## config.mk

```make
export PLATFORM = sky130hd
export DESIGN_NAME = predecode_top
export DESIGN_NICKNAME = d
export VERILOG_FILES = /design/src/fe_pkg.sv /design/src/branch_target.sv /design/src/if1_packet_reg.sv /design/src/pre_decoder.sv /design/src/predecode_top.sv /design/src/priv_fence.sv
export SDC_FILE = /design/constraint.sdc
export NUM_CORES = 1
export LEC_CHECK = 0
export BUFFER_PORTS_ARGS = -buffer_cell sky130_fd_sc_hd__buf_2
export CORE_MARGIN = 2
export CORE_UTILIZATION = 51
export CTS_BUF_LIST = sky130_fd_sc_hd__clkbuf_4
export CTS_CLUSTER_SIZE = 10
export DETAILED_ROUTE_END_ITERATION = 12
export GPL_TIMING_DRIVEN = 0
export PLACE_DENSITY = 0.82
export SLEW_MARGIN = 15
export SYNTH_ARGS = -nofsm -noshare
export SYNTH_HDL_FRONTEND = slang
export SYNTH_SLANG_ARGS = --single-unit
```

## constraint.sdc

```tcl
create_clock -name clk -period 4.1 [get_ports clk]
set_input_delay 0.615 -clock clk [delete_from_list [all_inputs] [get_ports clk]]
set_output_delay 0.615 -clock clk [all_outputs]
set_load 0.03 [all_outputs]
```

## src/fe_pkg.sv

```systemverilog
package fe_pkg;

    // fixed by the ISA
    localparam int inst_w = 32;
    localparam int pc_w   = 32;

    // packet branch type codes
    localparam logic [1:0] btype_none     = 2'b00;
    localparam logic [1:0] btype_uncond   = 2'b01;
    localparam logic [1:0] btype_pcrel    = 2'b10;
    localparam logic [1:0] btype_indirect = 2'b11;

    // major opcode groups
    localparam logic [4:0] op5_ibar_grp = 5'b00111;
    localparam logic [7:0] op8_csr      = 8'b00000100;
    localparam logic [4:0] op5_b        = 5'b01010;
    localparam logic [4:0] op5_bl       = 5'b01001;
    localparam logic [4:0] op5_beqz_grp = 5'b01011;
    localparam logic [3:0] op4_bcc      = 4'b0110;
    localparam logic [4:0] op5_jirl     = 5'b10011;

    // tlb maintenance words
    localparam logic [inst_w-1:0] tlb_srch_word = 32'b0000011_0010010000_01100_00000_00000;
    localparam logic [inst_w-1:0] tlb_rd_word   = 32'b0000011_0010010000_01101_00000_00000;
    localparam logic [16:0]       tlb_inv_prefix = 17'b0000011_0010010011;

    // one instruction word, two field layouts
    typedef union packed {
        struct packed {
            logic [5:0]  op;
            logic [15:0] offs16;
            logic [4:0]  rj;
            logic [4:0]  rd;
        } fld;
        struct packed {
            logic [5:0]  op;
            logic [15:0] offs_lo16;
            logic [9:0]  offs_hi10;
        } lbr;
    } insn_u;

    // priority decode of the branch class of one slot
    function automatic logic [1:0] branch_class(insn_u w);
        if (w.fld.op[5:1] == op5_b || w.fld.op[5:1] == op5_bl) begin
            return btype_uncond;
        end else if (w.fld.op[5:1] == op5_beqz_grp || w.fld.op[5:2] == op4_bcc) begin
            return btype_pcrel;
        end else if (w.fld.op[5:1] == op5_jirl) begin
            return btype_indirect;
        end
        return btype_none;
    endfunction

endpackage

```

## src/branch_target.sv

```systemverilog
`timescale 1ns/1ps

module branch_target (
    input  logic [fe_pkg::pc_w-1:0] pc,
    input  fe_pkg::insn_u           inst0,
    input  fe_pkg::insn_u           inst1,
    output logic                    tgt_valid,
    output logic                    tgt_slot,
    output logic [fe_pkg::pc_w-1:0] tgt_pc
);

    import fe_pkg::*;

    logic [1:0]        cls0;
    logic [1:0]        cls1;
    logic              sel0;
    logic              sel1;
    insn_u             sel_w;
    logic [1:0]        sel_cls;
    logic [pc_w-1:0]   slot_pc;
    logic [inst_w-1:0] offs;

    assign cls0 = branch_class(inst0);
    assign cls1 = branch_class(inst1);

    // only direct branches have a target here
    assign sel0 = !pc[2] && (cls0 == btype_uncond || cls0 == btype_pcrel);
    assign sel1 = (cls1 == btype_uncond || cls1 == btype_pcrel);

    assign tgt_valid = sel0 || sel1;
    assign tgt_slot  = !sel0 && sel1;

    assign sel_w   = sel0 ? inst0 : inst1;
    assign sel_cls = sel0 ? cls0 : cls1;

    // packet base, second slot sits 4 bytes up
    always_comb begin
        slot_pc = {pc[pc_w-1:3], 1'b0, pc[1:0]};
        if (!sel0) begin
            slot_pc = slot_pc + 32'd4;
        end
    end

    // b/bl carry offs26 split as hi10 below lo16
    always_comb begin
        if (sel_cls == btype_uncond) begin
            offs = {{4{sel_w.lbr.offs_hi10[9]}}, sel_w.lbr.offs_hi10,
                    sel_w.lbr.offs_lo16, 2'b00};
        end else begin
            offs = {{14{sel_w.fld.offs16[15]}}, sel_w.fld.offs16, 2'b00};
        end
    end

    assign tgt_pc = slot_pc + offs;

endmodule

```

## src/if1_packet_reg.sv

```systemverilog
`timescale 1ns/1ps

module if1_packet_reg (
    input  logic                      clk,
    input  logic                      rst_n,
    input  logic                      in_valid,
    input  logic [fe_pkg::pc_w-1:0]   in_pc,
    input  logic [fe_pkg::inst_w-1:0] in_inst0,
    input  logic [fe_pkg::inst_w-1:0] in_inst1,
    input  logic                      stall,
    output logic                      s1_valid,
    output logic [fe_pkg::pc_w-1:0]   s1_pc,
    output logic [fe_pkg::inst_w-1:0] s1_inst0,
    output logic [fe_pkg::inst_w-1:0] s1_inst1
);

    // valid bit, cleared on reset
    always_ff @(posedge clk or negedge rst_n) begin
        if (!rst_n) begin
            s1_valid <= 1'b0;
        end else if (!stall) begin
            s1_valid <= in_valid;
        end
    end

    // packet payload
    // held as long as the fence is up
    always_ff @(posedge clk) begin
        if (!stall) begin
            s1_pc    <= in_pc;
            s1_inst0 <= in_inst0;
            s1_inst1 <= in_inst1;
        end
    end

endmodule

```

## src/pre_decoder.sv

```systemverilog
`timescale 1ns/1ps

module pre_decoder (
    input  fe_pkg::insn_u           inst0,
    input  fe_pkg::insn_u           inst1,
    input  logic [fe_pkg::pc_w-1:0] pc,
    output logic [1:0]              priv_flag,
    output logic [1:0]              ibar_flag,
    output logic [1:0]              csr_flag,
    output logic [1:0]              tlb_flag,
    output logic [1:0]              branch_flag,
    output logic [1:0]              inst_btype
);

    import fe_pkg::*;

    insn_u      slot_w   [2];
    logic [1:0] slot_cls [2];

    assign slot_w[0] = inst0;
    assign slot_w[1] = inst1;

    for (genvar i = 0; i < 2; i++) begin : g_slot
        logic [inst_w-1:0] word;
        logic [7:0]        op8;

        assign word = slot_w[i];
        assign op8  = word[31:24];

        // dbar/ibar share the group, bit 15 picks ibar
        assign ibar_flag[i] = (slot_w[i].fld.op[5:1] == op5_ibar_grp) && word[15];

        // csrrd uses rj == 0, only writes and exchanges count
        assign csr_flag[i] = (op8 == op8_csr) && (slot_w[i].fld.rj != 5'd0);

        assign tlb_flag[i] = (word == tlb_srch_word) ||
                             (word == tlb_rd_word) ||
                             (word[31:15] == tlb_inv_prefix);

        assign slot_cls[i]    = branch_class(slot_w[i]);
        assign branch_flag[i] = (slot_cls[i] != btype_none);
    end

    assign priv_flag = ibar_flag | csr_flag | tlb_flag;

    // packet branch type
    // slot 1 dominates, slot 0 only matters on an aligned pc
    always_comb begin
        if (slot_cls[1] != btype_none) begin
            inst_btype = slot_cls[1];
        end else if (pc[2]) begin
            inst_btype = btype_none;
        end else if (slot_cls[0] == btype_indirect) begin
            inst_btype = btype_indirect;
        end else begin
            inst_btype = btype_none;
        end
    end

endmodule

```

## src/predecode_top.sv

```systemverilog
`timescale 1ns/1ps

module predecode_top (
    input  logic                      clk,
    input  logic                      rst_n,
    input  logic                      in_valid,
    input  logic [fe_pkg::pc_w-1:0]   in_pc,
    input  logic [fe_pkg::inst_w-1:0] in_inst0,
    input  logic [fe_pkg::inst_w-1:0] in_inst1,
    input  logic                      priv_done,
    output logic                      out_valid,
    output logic [1:0]                out_priv_flag,
    output logic [1:0]                out_ibar_flag,
    output logic [1:0]                out_csr_flag,
    output logic [1:0]                out_tlb_flag,
    output logic [1:0]                out_branch_flag,
    output logic [1:0]                out_btype,
    output logic                      out_tgt_valid,
    output logic                      out_tgt_slot,
    output logic [fe_pkg::pc_w-1:0]   out_tgt_pc,
    output logic                      fetch_stall
);

    import fe_pkg::*;

    // stage 1 outputs
    logic              s1_valid;
    logic [pc_w-1:0]   s1_pc;
    logic [inst_w-1:0] s1_inst0;
    logic [inst_w-1:0] s1_inst1;

    // predecode results
    logic [1:0]        priv_flag;
    logic [1:0]        ibar_flag;
    logic [1:0]        csr_flag;
    logic [1:0]        tlb_flag;
    logic [1:0]        branch_flag;
    logic [1:0]        inst_btype;
    logic              tgt_valid;
    logic              tgt_slot;
    logic [pc_w-1:0]   tgt_pc;

    if1_packet_reg i_if1_packet_reg (
        .clk      (clk),
        .rst_n    (rst_n),
        .in_valid (in_valid),
        .in_pc    (in_pc),
        .in_inst0 (in_inst0),
        .in_inst1 (in_inst1),
        .stall    (fetch_stall),
        .s1_valid (s1_valid),
        .s1_pc    (s1_pc),
        .s1_inst0 (s1_inst0),
        .s1_inst1 (s1_inst1)
    );

    pre_decoder i_pre_decoder (
        .inst0       (s1_inst0),
        .inst1       (s1_inst1),
        .pc          (s1_pc),
        .priv_flag   (priv_flag),
        .ibar_flag   (ibar_flag),
        .csr_flag    (csr_flag),
        .tlb_flag    (tlb_flag),
        .branch_flag (branch_flag),
        .inst_btype  (inst_btype)
    );

    branch_target i_branch_target (
        .pc        (s1_pc),
        .inst0     (s1_inst0),
        .inst1     (s1_inst1),
        .tgt_valid (tgt_valid),
        .tgt_slot  (tgt_slot),
        .tgt_pc    (tgt_pc)
    );

    priv_fence i_priv_fence (
        .clk             (clk),
        .rst_n           (rst_n),
        .s1_valid        (s1_valid),
        .priv_flag       (priv_flag),
        .ibar_flag       (ibar_flag),
        .csr_flag        (csr_flag),
        .tlb_flag        (tlb_flag),
        .branch_flag     (branch_flag),
        .inst_btype      (inst_btype),
        .tgt_valid       (tgt_valid),
        .tgt_slot        (tgt_slot),
        .tgt_pc          (tgt_pc),
        .priv_done       (priv_done),
        .out_valid       (out_valid),
        .out_priv_flag   (out_priv_flag),
        .out_ibar_flag   (out_ibar_flag),
        .out_csr_flag    (out_csr_flag),
        .out_tlb_flag    (out_tlb_flag),
        .out_branch_flag (out_branch_flag),
        .out_btype       (out_btype),
        .out_tgt_valid   (out_tgt_valid),
        .out_tgt_slot    (out_tgt_slot),
        .out_tgt_pc      (out_tgt_pc),
        .fetch_stall     (fetch_stall)
    );

endmodule

```

## src/priv_fence.sv

```systemverilog
`timescale 1ns/1ps

module priv_fence (
    input  logic                    clk,
    input  logic                    rst_n,
    input  logic                    s1_valid,
    input  logic [1:0]              priv_flag,
    input  logic [1:0]              ibar_flag,
    input  logic [1:0]              csr_flag,
    input  logic [1:0]              tlb_flag,
    input  logic [1:0]              branch_flag,
    input  logic [1:0]              inst_btype,
    input  logic                    tgt_valid,
    input  logic                    tgt_slot,
    input  logic [fe_pkg::pc_w-1:0] tgt_pc,
    input  logic                    priv_done,
    output logic                    out_valid,
    output logic [1:0]              out_priv_flag,
    output logic [1:0]              out_ibar_flag,
    output logic [1:0]              out_csr_flag,
    output logic [1:0]              out_tlb_flag,
    output logic [1:0]              out_branch_flag,
    output logic [1:0]              out_btype,
    output logic                    out_tgt_valid,
    output logic                    out_tgt_slot,
    output logic [fe_pkg::pc_w-1:0] out_tgt_pc,
    output logic                    fetch_stall
);

    logic load;

    // nothing moves while fenced
    assign load = s1_valid && !fetch_stall;

    always_ff @(posedge clk or negedge rst_n) begin
        if (!rst_n) begin
            out_valid       <= 1'b0;
            fetch_stall     <= 1'b0;
            out_priv_flag   <= 2'b00;
            out_ibar_flag   <= 2'b00;
            out_csr_flag    <= 2'b00;
            out_tlb_flag    <= 2'b00;
            out_branch_flag <= 2'b00;
            out_btype       <= 2'b00;
            out_tgt_valid   <= 1'b0;
            out_tgt_slot    <= 1'b0;
        end else begin
            out_valid <= load;
            if (load) begin
                out_priv_flag   <= priv_flag;
                out_ibar_flag   <= ibar_flag;
                out_csr_flag    <= csr_flag;
                out_tlb_flag    <= tlb_flag;
                out_branch_flag <= branch_flag;
                out_btype       <= inst_btype;
                out_tgt_valid   <= tgt_valid;
                out_tgt_slot    <= tgt_slot;
            end
            // fence goes up with the priv packet itself, drops after retire
            if (load && (priv_flag != 2'b00)) begin
                fetch_stall <= 1'b1;
            end else if (fetch_stall && priv_done) begin
                fetch_stall <= 1'b0;
            end
        end
    end

    always_ff @(posedge clk) begin
        if (load) begin
            out_tgt_pc <= tgt_pc;
        end
    end

endmodule

```

After elaboration in Yosys (flattened, before gate mapping)
Cells that the tools add are included.
- input port bits: 100
- word-level logic and storage cells: 97
- flip-flop bits (word level): 145
- output and inout port bits: 48
- bitwise logic cells: 2
- eq/ne operators: 26
- mux-type cells: 23
- add/sub/neg operators: 2
- reduce and logical (&&, ||, !) cells: 29
- operators by type and width (cell ; number):
    $eq 32x27->1 const B ; 4
    $mux 32 ; 2
    $eq 17x12->1 const B ; 2
    $add 32x3->32 const B ; 1
    $add 32x32->32 ; 1
    $eq 5x4->1 const B ; 6
    $mux 26 ; 1
    $mux 2 ; 12
    $eq 8x3->1 const B ; 2
    $logic_or 1x1->1 ; 11
    $eq 5x3->1 const B ; 2
    $eq 5x5->1 const B ; 2
    $reduce_bool 5->1 ; 2
    $logic_and 1x1->1 ; 9
    $eq 4x3->1 const B ; 2
    $mux 1 ; 8
    $reduce_bool 2->1 ; 4
    $eq 2x1->1 const B ; 3
    $eq 2x2->1 const B ; 3
    $or 2x2->2 ; 2
    $logic_not 1->1 ; 3

Longest topological paths before layout
- depth in word-level cells: 12
- depth in mapped cells: 15
- gate-level depth less buffers: 13

Hierarchy
From an unflattened synthesis, not the netlist that was laid out.
- cell total of the unflattened synthesis: 540
- area total of the unflattened synthesis: 7173.1 sq um
- by module, submodules not included (module ; area each (sq um) ; seq. area each (sq um) ; cells each ; instances):
    if1_packet_reg ; 2926.6 ; 2907.8 ; 99 ; 1
    branch_target ; 2233.4 ; 0.0 ; 314 ; 1
    priv_fence ; 1607.8 ; 1361.3 ; 67 ; 1
    pre_decoder ; 405.4 ; 0.0 ; 60 ; 1

Worst setup path after synthesis
OpenSTA, ideal clock, no wires.
- path type: register to register
- start: reg i_priv_fence.fetch_stall
- end: reg i_priv_fence.out_priv_flag[0]
- slack: -0.198 ns
- library setup time: 0.125 ns
- buffers on the path: 0
- arrival time: 4.173 ns
- stages on the path, launching flop included: 5
- required time: 3.975 ns
- path through: dfrtp_1 > inv_1 > nand2_1 > inv_1 > mux2_2
- word-level cells in the longest chain between the ends: 2
- RTL lines (what ; RTL line ; text):
    start: declaration ; priv_fence.sv:27 ; output logic fetch_stall
    start signal: assignment ; priv_fence.sv:38 ; fetch_stall <= 1'b0;
    start signal: assignment ; priv_fence.sv:61 ; fetch_stall <= 1'b1;
    start signal: assignment ; priv_fence.sv:63 ; fetch_stall <= 1'b0;
    $logic_not 1->1 ; -- ;
    $logic_and 1x1->1 ; priv_fence.sv:33 ; assign load = s1_valid && !fetch_stall;
    net i_priv_fence.load ; priv_fence.sv:30 ; logic load;
    end signal: assignment ; priv_fence.sv:50 ; out_priv_flag <= priv_flag;
    end: declaration ; priv_fence.sv:18 ; output logic [1:0] out_priv_flag,
The timed path passes the listed nets, and every way through them passes these cells.
A chain may end at the register's enable or synchronous reset.

Final worst setup path
- start: reg i_if1_packet_reg.s1_inst0[28] in the netlist's numbering
- end: reg i_priv_fence.out_tgt_pc[28] in the netlist's numbering (data pin)
- word-level cells in the longest chain between the ends: 12
- elaborated cells between the ends (all ways): 23
- those cells by class: add/sub (1); eq/ne (8); mux (10); reduce/logical (4)
- RTL lines (what ; RTL line ; text):
    start: declaration ; if1_packet_reg.sv:13 ; output logic [fe_pkg::inst_w-1:0] s1_inst0,
    start signal: assignment ; if1_packet_reg.sv:31 ; s1_inst0 <= in_inst0;
    $eq 5x5->1 (tied with other cells) ; fe_pkg.sv:48 ; end else if (w.fld.op[5:1] == op5_jirl) begin
    $mux 1 / $logic_or 1x1->1 (equally long branches) ; fe_pkg.sv:48, fe_pkg.sv:46 ;
    $mux 1 / $mux 2 (equally long branches) ; fe_pkg.sv:46 ; end else if (w.fld.op[5:1] == op5_beqz_grp || w.fld.op[5:2] == op4_bcc) begin
    $mux 1 / $mux 2 (equally long branches) ; fe_pkg.sv:44 ; if (w.fld.op[5:1] == op5_b || w.fld.op[5:1] == op5_bl) begin
    $mux 2 * ; fe_pkg.sv:51 ; return btype_none;
    $eq 2x1->1 / $eq 2x2->1 (equally long branches) ; branch_target.sv:27 ; assign sel0 = !pc[2] && (cls0 == btype_uncond || cls0 == btype_pcrel);
    $logic_or 1x1->1 ; branch_target.sv:27 ;
    $logic_and 1x1->1 ; branch_target.sv:27 ;
    $mux 2 ; branch_target.sv:34 ; assign sel_cls = sel0 ? cls0 : cls1;
    $eq 2x1->1 ; branch_target.sv:46 ; if (sel_cls == btype_uncond) begin
    $mux 32 ; branch_target.sv:46 ;
    $add 32x32->32 * ; branch_target.sv:54 ; assign tgt_pc = slot_pc + offs;
    net i_branch_target.tgt_pc (one bit) ; branch_target.sv:9 ; output logic [fe_pkg::pc_w-1:0] tgt_pc
    end signal: assignment ; priv_fence.sv:70 ; out_tgt_pc <= tgt_pc;
    end: declaration ; priv_fence.sv:26 ; output logic [fe_pkg::pc_w-1:0] out_tgt_pc,
The timed path passes the listed nets; every way through them passes the cells marked *.

==> impl_results.md <==
- Final nets: 863
- Vias in the first global route: 5165
- Xor and xnor fraction of the mapped netlist area: 0.0323
- Hold Fails Final Rpt: 0
- Clk_skew: 0.0276 ns
- Fill cells: 1053
- Avg Inst Size Synth: 12.7 sq um
- # Max-Cap Violations: 0
- Die area: 14800 sq um
- Worst Path Class, Setup: register to register
- Simple-Gate Fraction of Synth Area: 0.111
- Number of cells after detailed placement: 879
- Die Wd: 122 um
- Area delta synth->final: 21.8%
- TNS Setup: 0 ns
- Min Tclk post-route: 3.95 ns
- Synth area leader: edfxtp_1
- Syn nets: 684
- Mapped Cells: 554
- Reg area: 4270 sq um
- FMAX: 0.253 GHz
- Final period util: 0.963
- CP Data Required Time: 4.49 ns
- EDFF count, synth: 128
- Detail Route Antenna Nets: 0
- CP Capture Type: register
- Clock latency on the worst-skew pair: 0.56 ns
- WL/cell: 18.0 um
- Seq/Total Area, Yosys: 0.606
- Pre-CTS WS: -0.638 ns
- Fin cells: 923
- Unique cell type count in the Yosys netlist: 65
- Final setup vio count: 0
- DRC viols: 0
- Clock root buffer: clkbuf_4
- Routed wire length: 16.6 mm
- Initial antenna violation count: 1
- CTS tree: yes
- Initial DRC count: 349
- Min-delay src: priv_done
- Port Buffers: 147
- Main synth FF type: edfxtp_1
- Ports: 148
- Max Slew Vio Count: 0
- Hold slack final: 0.200 ns
- Launch point of the worst path: i_if1_packet_reg.s1_inst0[28]
- CTS clk-pin slew, worst paths: 0.14 ns
- Power per Cell Area: 451 nW/um^2
- Drt pass-1 iters: 6
- HPWL Detailed: 12.5 mm
- Area of the core: 13300 sq um
- Synth area leaders: edfxtp_1, dfrtp_1, ha_1
- Clock Sinks: 145
- Area fraction of the dominant cell type after synthesis: 0.546
- Top cells by count, synth: edfxtp_1, nand2_1, a21oi_1
- All-layer global routing usage: 0.228
- Total congestion overflow: 0
- Final worst setup slack: 0.154 ns
- Post-DR vias/cell: 5.68
- Layout cells sized above 1: 0.323
- Crit path arrival time: 4.34 ns
- Async set-or-reset flop fraction in the synthesized netlist: 0.117
- RR Startpoint: i_if1_packet_reg.s1_inst0[28]
- Lkg Pwr: 0.00363 uW
- Final core occ: 0.643
- Outcome: completed
- Slew margin rel.: 0.481
- Setup crit start kind: register
- Syn Std Cell Area: 7040 sq um
- Maximum vdd drop: 241 uV
- Post-synthesis mux area share: 0.0430
- Min-Delay Path Class: input pin to register
- Count leader, synth: edfxtp_1
- Clk buf depth: 2
- H-tree depth: 4
- Cts bufs inserted: 17
- Yosys warning total: 0
- Row cnt: 42
- CP max FO: 10
- Routability congestion estimate: 0.868
- Largest net degree at the start of global routing: 36
- Vias: 5241
- Adder-cell share of the synthesized area: 0.0544
- Slew @ Worst Pin: 0.778 ns
- Die height: 122 um
- Initial core utilization: 0.528
- Flops & latches, synth: 145
- Largest family of logic cells by synthesized area: compound AO/OA/AOI/OAI gates
- Global-route wire length before repair: 25.3 mm
- Synth Area in Compound Gates: 0.132
- Area occupied by multi-input gates: 2710 sq um
==> cells in the final DEF, fill, tap and decap left out, drive strengths merged, types with 4 or more instances in the layout <==
cell type and count:
a41oi 10, a21oi 41, nor3 11, nand4 8
or4 4, o21ai 31, xnor2 17, mux2 18
nand2 44, and3 6, dfrtp 17, xor2 9
nor2b 5, nor2 27, nor4 5, buf 165
clkinv 4, ha 29, a31oi 6, clkbuf 33
o21a 8, nand2b 10, mux2i 10, a21o 15
o21bai 4, nand3 12, edfxtp 128, inv 20
==> layer usage <==
layer,up-vias,global-route usage,part of all wire
met5,-,0,0
met4,0,0.0790,0.020
met3,24,0.0540,0.066
met2,218,0.393,0.50
met1,2511,0.284,0.41
li1,2488,-,-
==> final timing paths <==
path / to / slack (ns) / cells after the start
worst min-delay path: i_priv_fence.fetch_stall / 0.20 / 2
worst max-delay path: i_priv_fence.out_tgt_pc[28] / 0.15 / 14
worst max register to register: i_priv_fence.out_tgt_pc[28] / 0.15 / 14
min in group asynchronous: i_priv_fence.out_btype[1] / 0.50 / 2
max in group asynchronous: i_priv_fence.out_tlb_flag[0] / 3.31 / 2
worst min register to register: i_priv_fence.out_tgt_pc[0] / 0.44 / 0
==> power by group <==
part	total [uW]	switching (uW)	internal, uW
logic	1010	634	375
clock network	986	536	450
registers	1870	64.2	1810
==> final cells by class <==
class	instances	area share
inverter	15	0.00700
timing repair buffer	161	0.101
tap	176	0.0257
sequential	145	0.498
antenna	1	0.000292
multi-input combinational	374	0.316
clock inverter	13	0.0203
buffer	19	0.0152
clock buffer	19	0.0166
==> state kept, by name, indices dropped and copies added (netlist names), 2 cells and up <==
register,cells
i_if1_packet_reg.s1_inst1,32
i_priv_fence.out_tgt_pc,32
i_priv_fence.out_branch_flag,2
i_if1_packet_reg.s1_pc,32
i_priv_fence.out_csr_flag,2
i_priv_fence.out_tlb_flag,2
i_priv_fence.out_priv_flag,2
i_priv_fence.out_btype,2
i_if1_packet_reg.s1_inst0,32
i_priv_fence.out_ibar_flag,2
==> through the flow <==
step | area, sq um | power, uW
6_report | 8580 | 3870
5_1_grt | 8580 | 4040
4_1_cts | 8480 | 3870
3_5_place_dp | 8040 | 2870
3_3_place_gp | 8000 | 2840
2_1_floorplan | 7050 | 2580
==> critical path, cell delays in order (launching register included) <==
cell and delay (ns):
edfxtp_1 0.41, or3_4 0.43, nand3_4 0.12, buf_12 0.14, clkbuf_16 0.16, mux2_2 0.35
ha_1 0.29, buf_4 0.15, nand3_2 0.07, or4b_4 0.54, a31o_4 0.24, a2111oi_4 0.39
o21ai_2 0.13, and2_4 0.18, o311ai_2 0.19
==> kinds of logic (layout without fill, tap and decap cells) <==
logic type / Yosys count / in the layout
flops: 145 / 145
xor+xnor: 26 / 26
simple gates: 150 / 150
buf+inv: 35 / 227
fa+ha+maj: 30 / 30
mux: 28 / 28
other cells: 0 / 1
compound gates: 140 / 140
==> timing repair <==
action / in CTS / in global routing
resized for setup: 15 / 13
cloned: 0 / 0
pin swaps: 3 / 4
setup endpoints to repair: 20 / 10
hold endpoints to repair: 17 / 0
hold buffers: 1 / 0
setup buffers: 5 / 6
No activity file was read; power rests on OpenSTA's default activity.
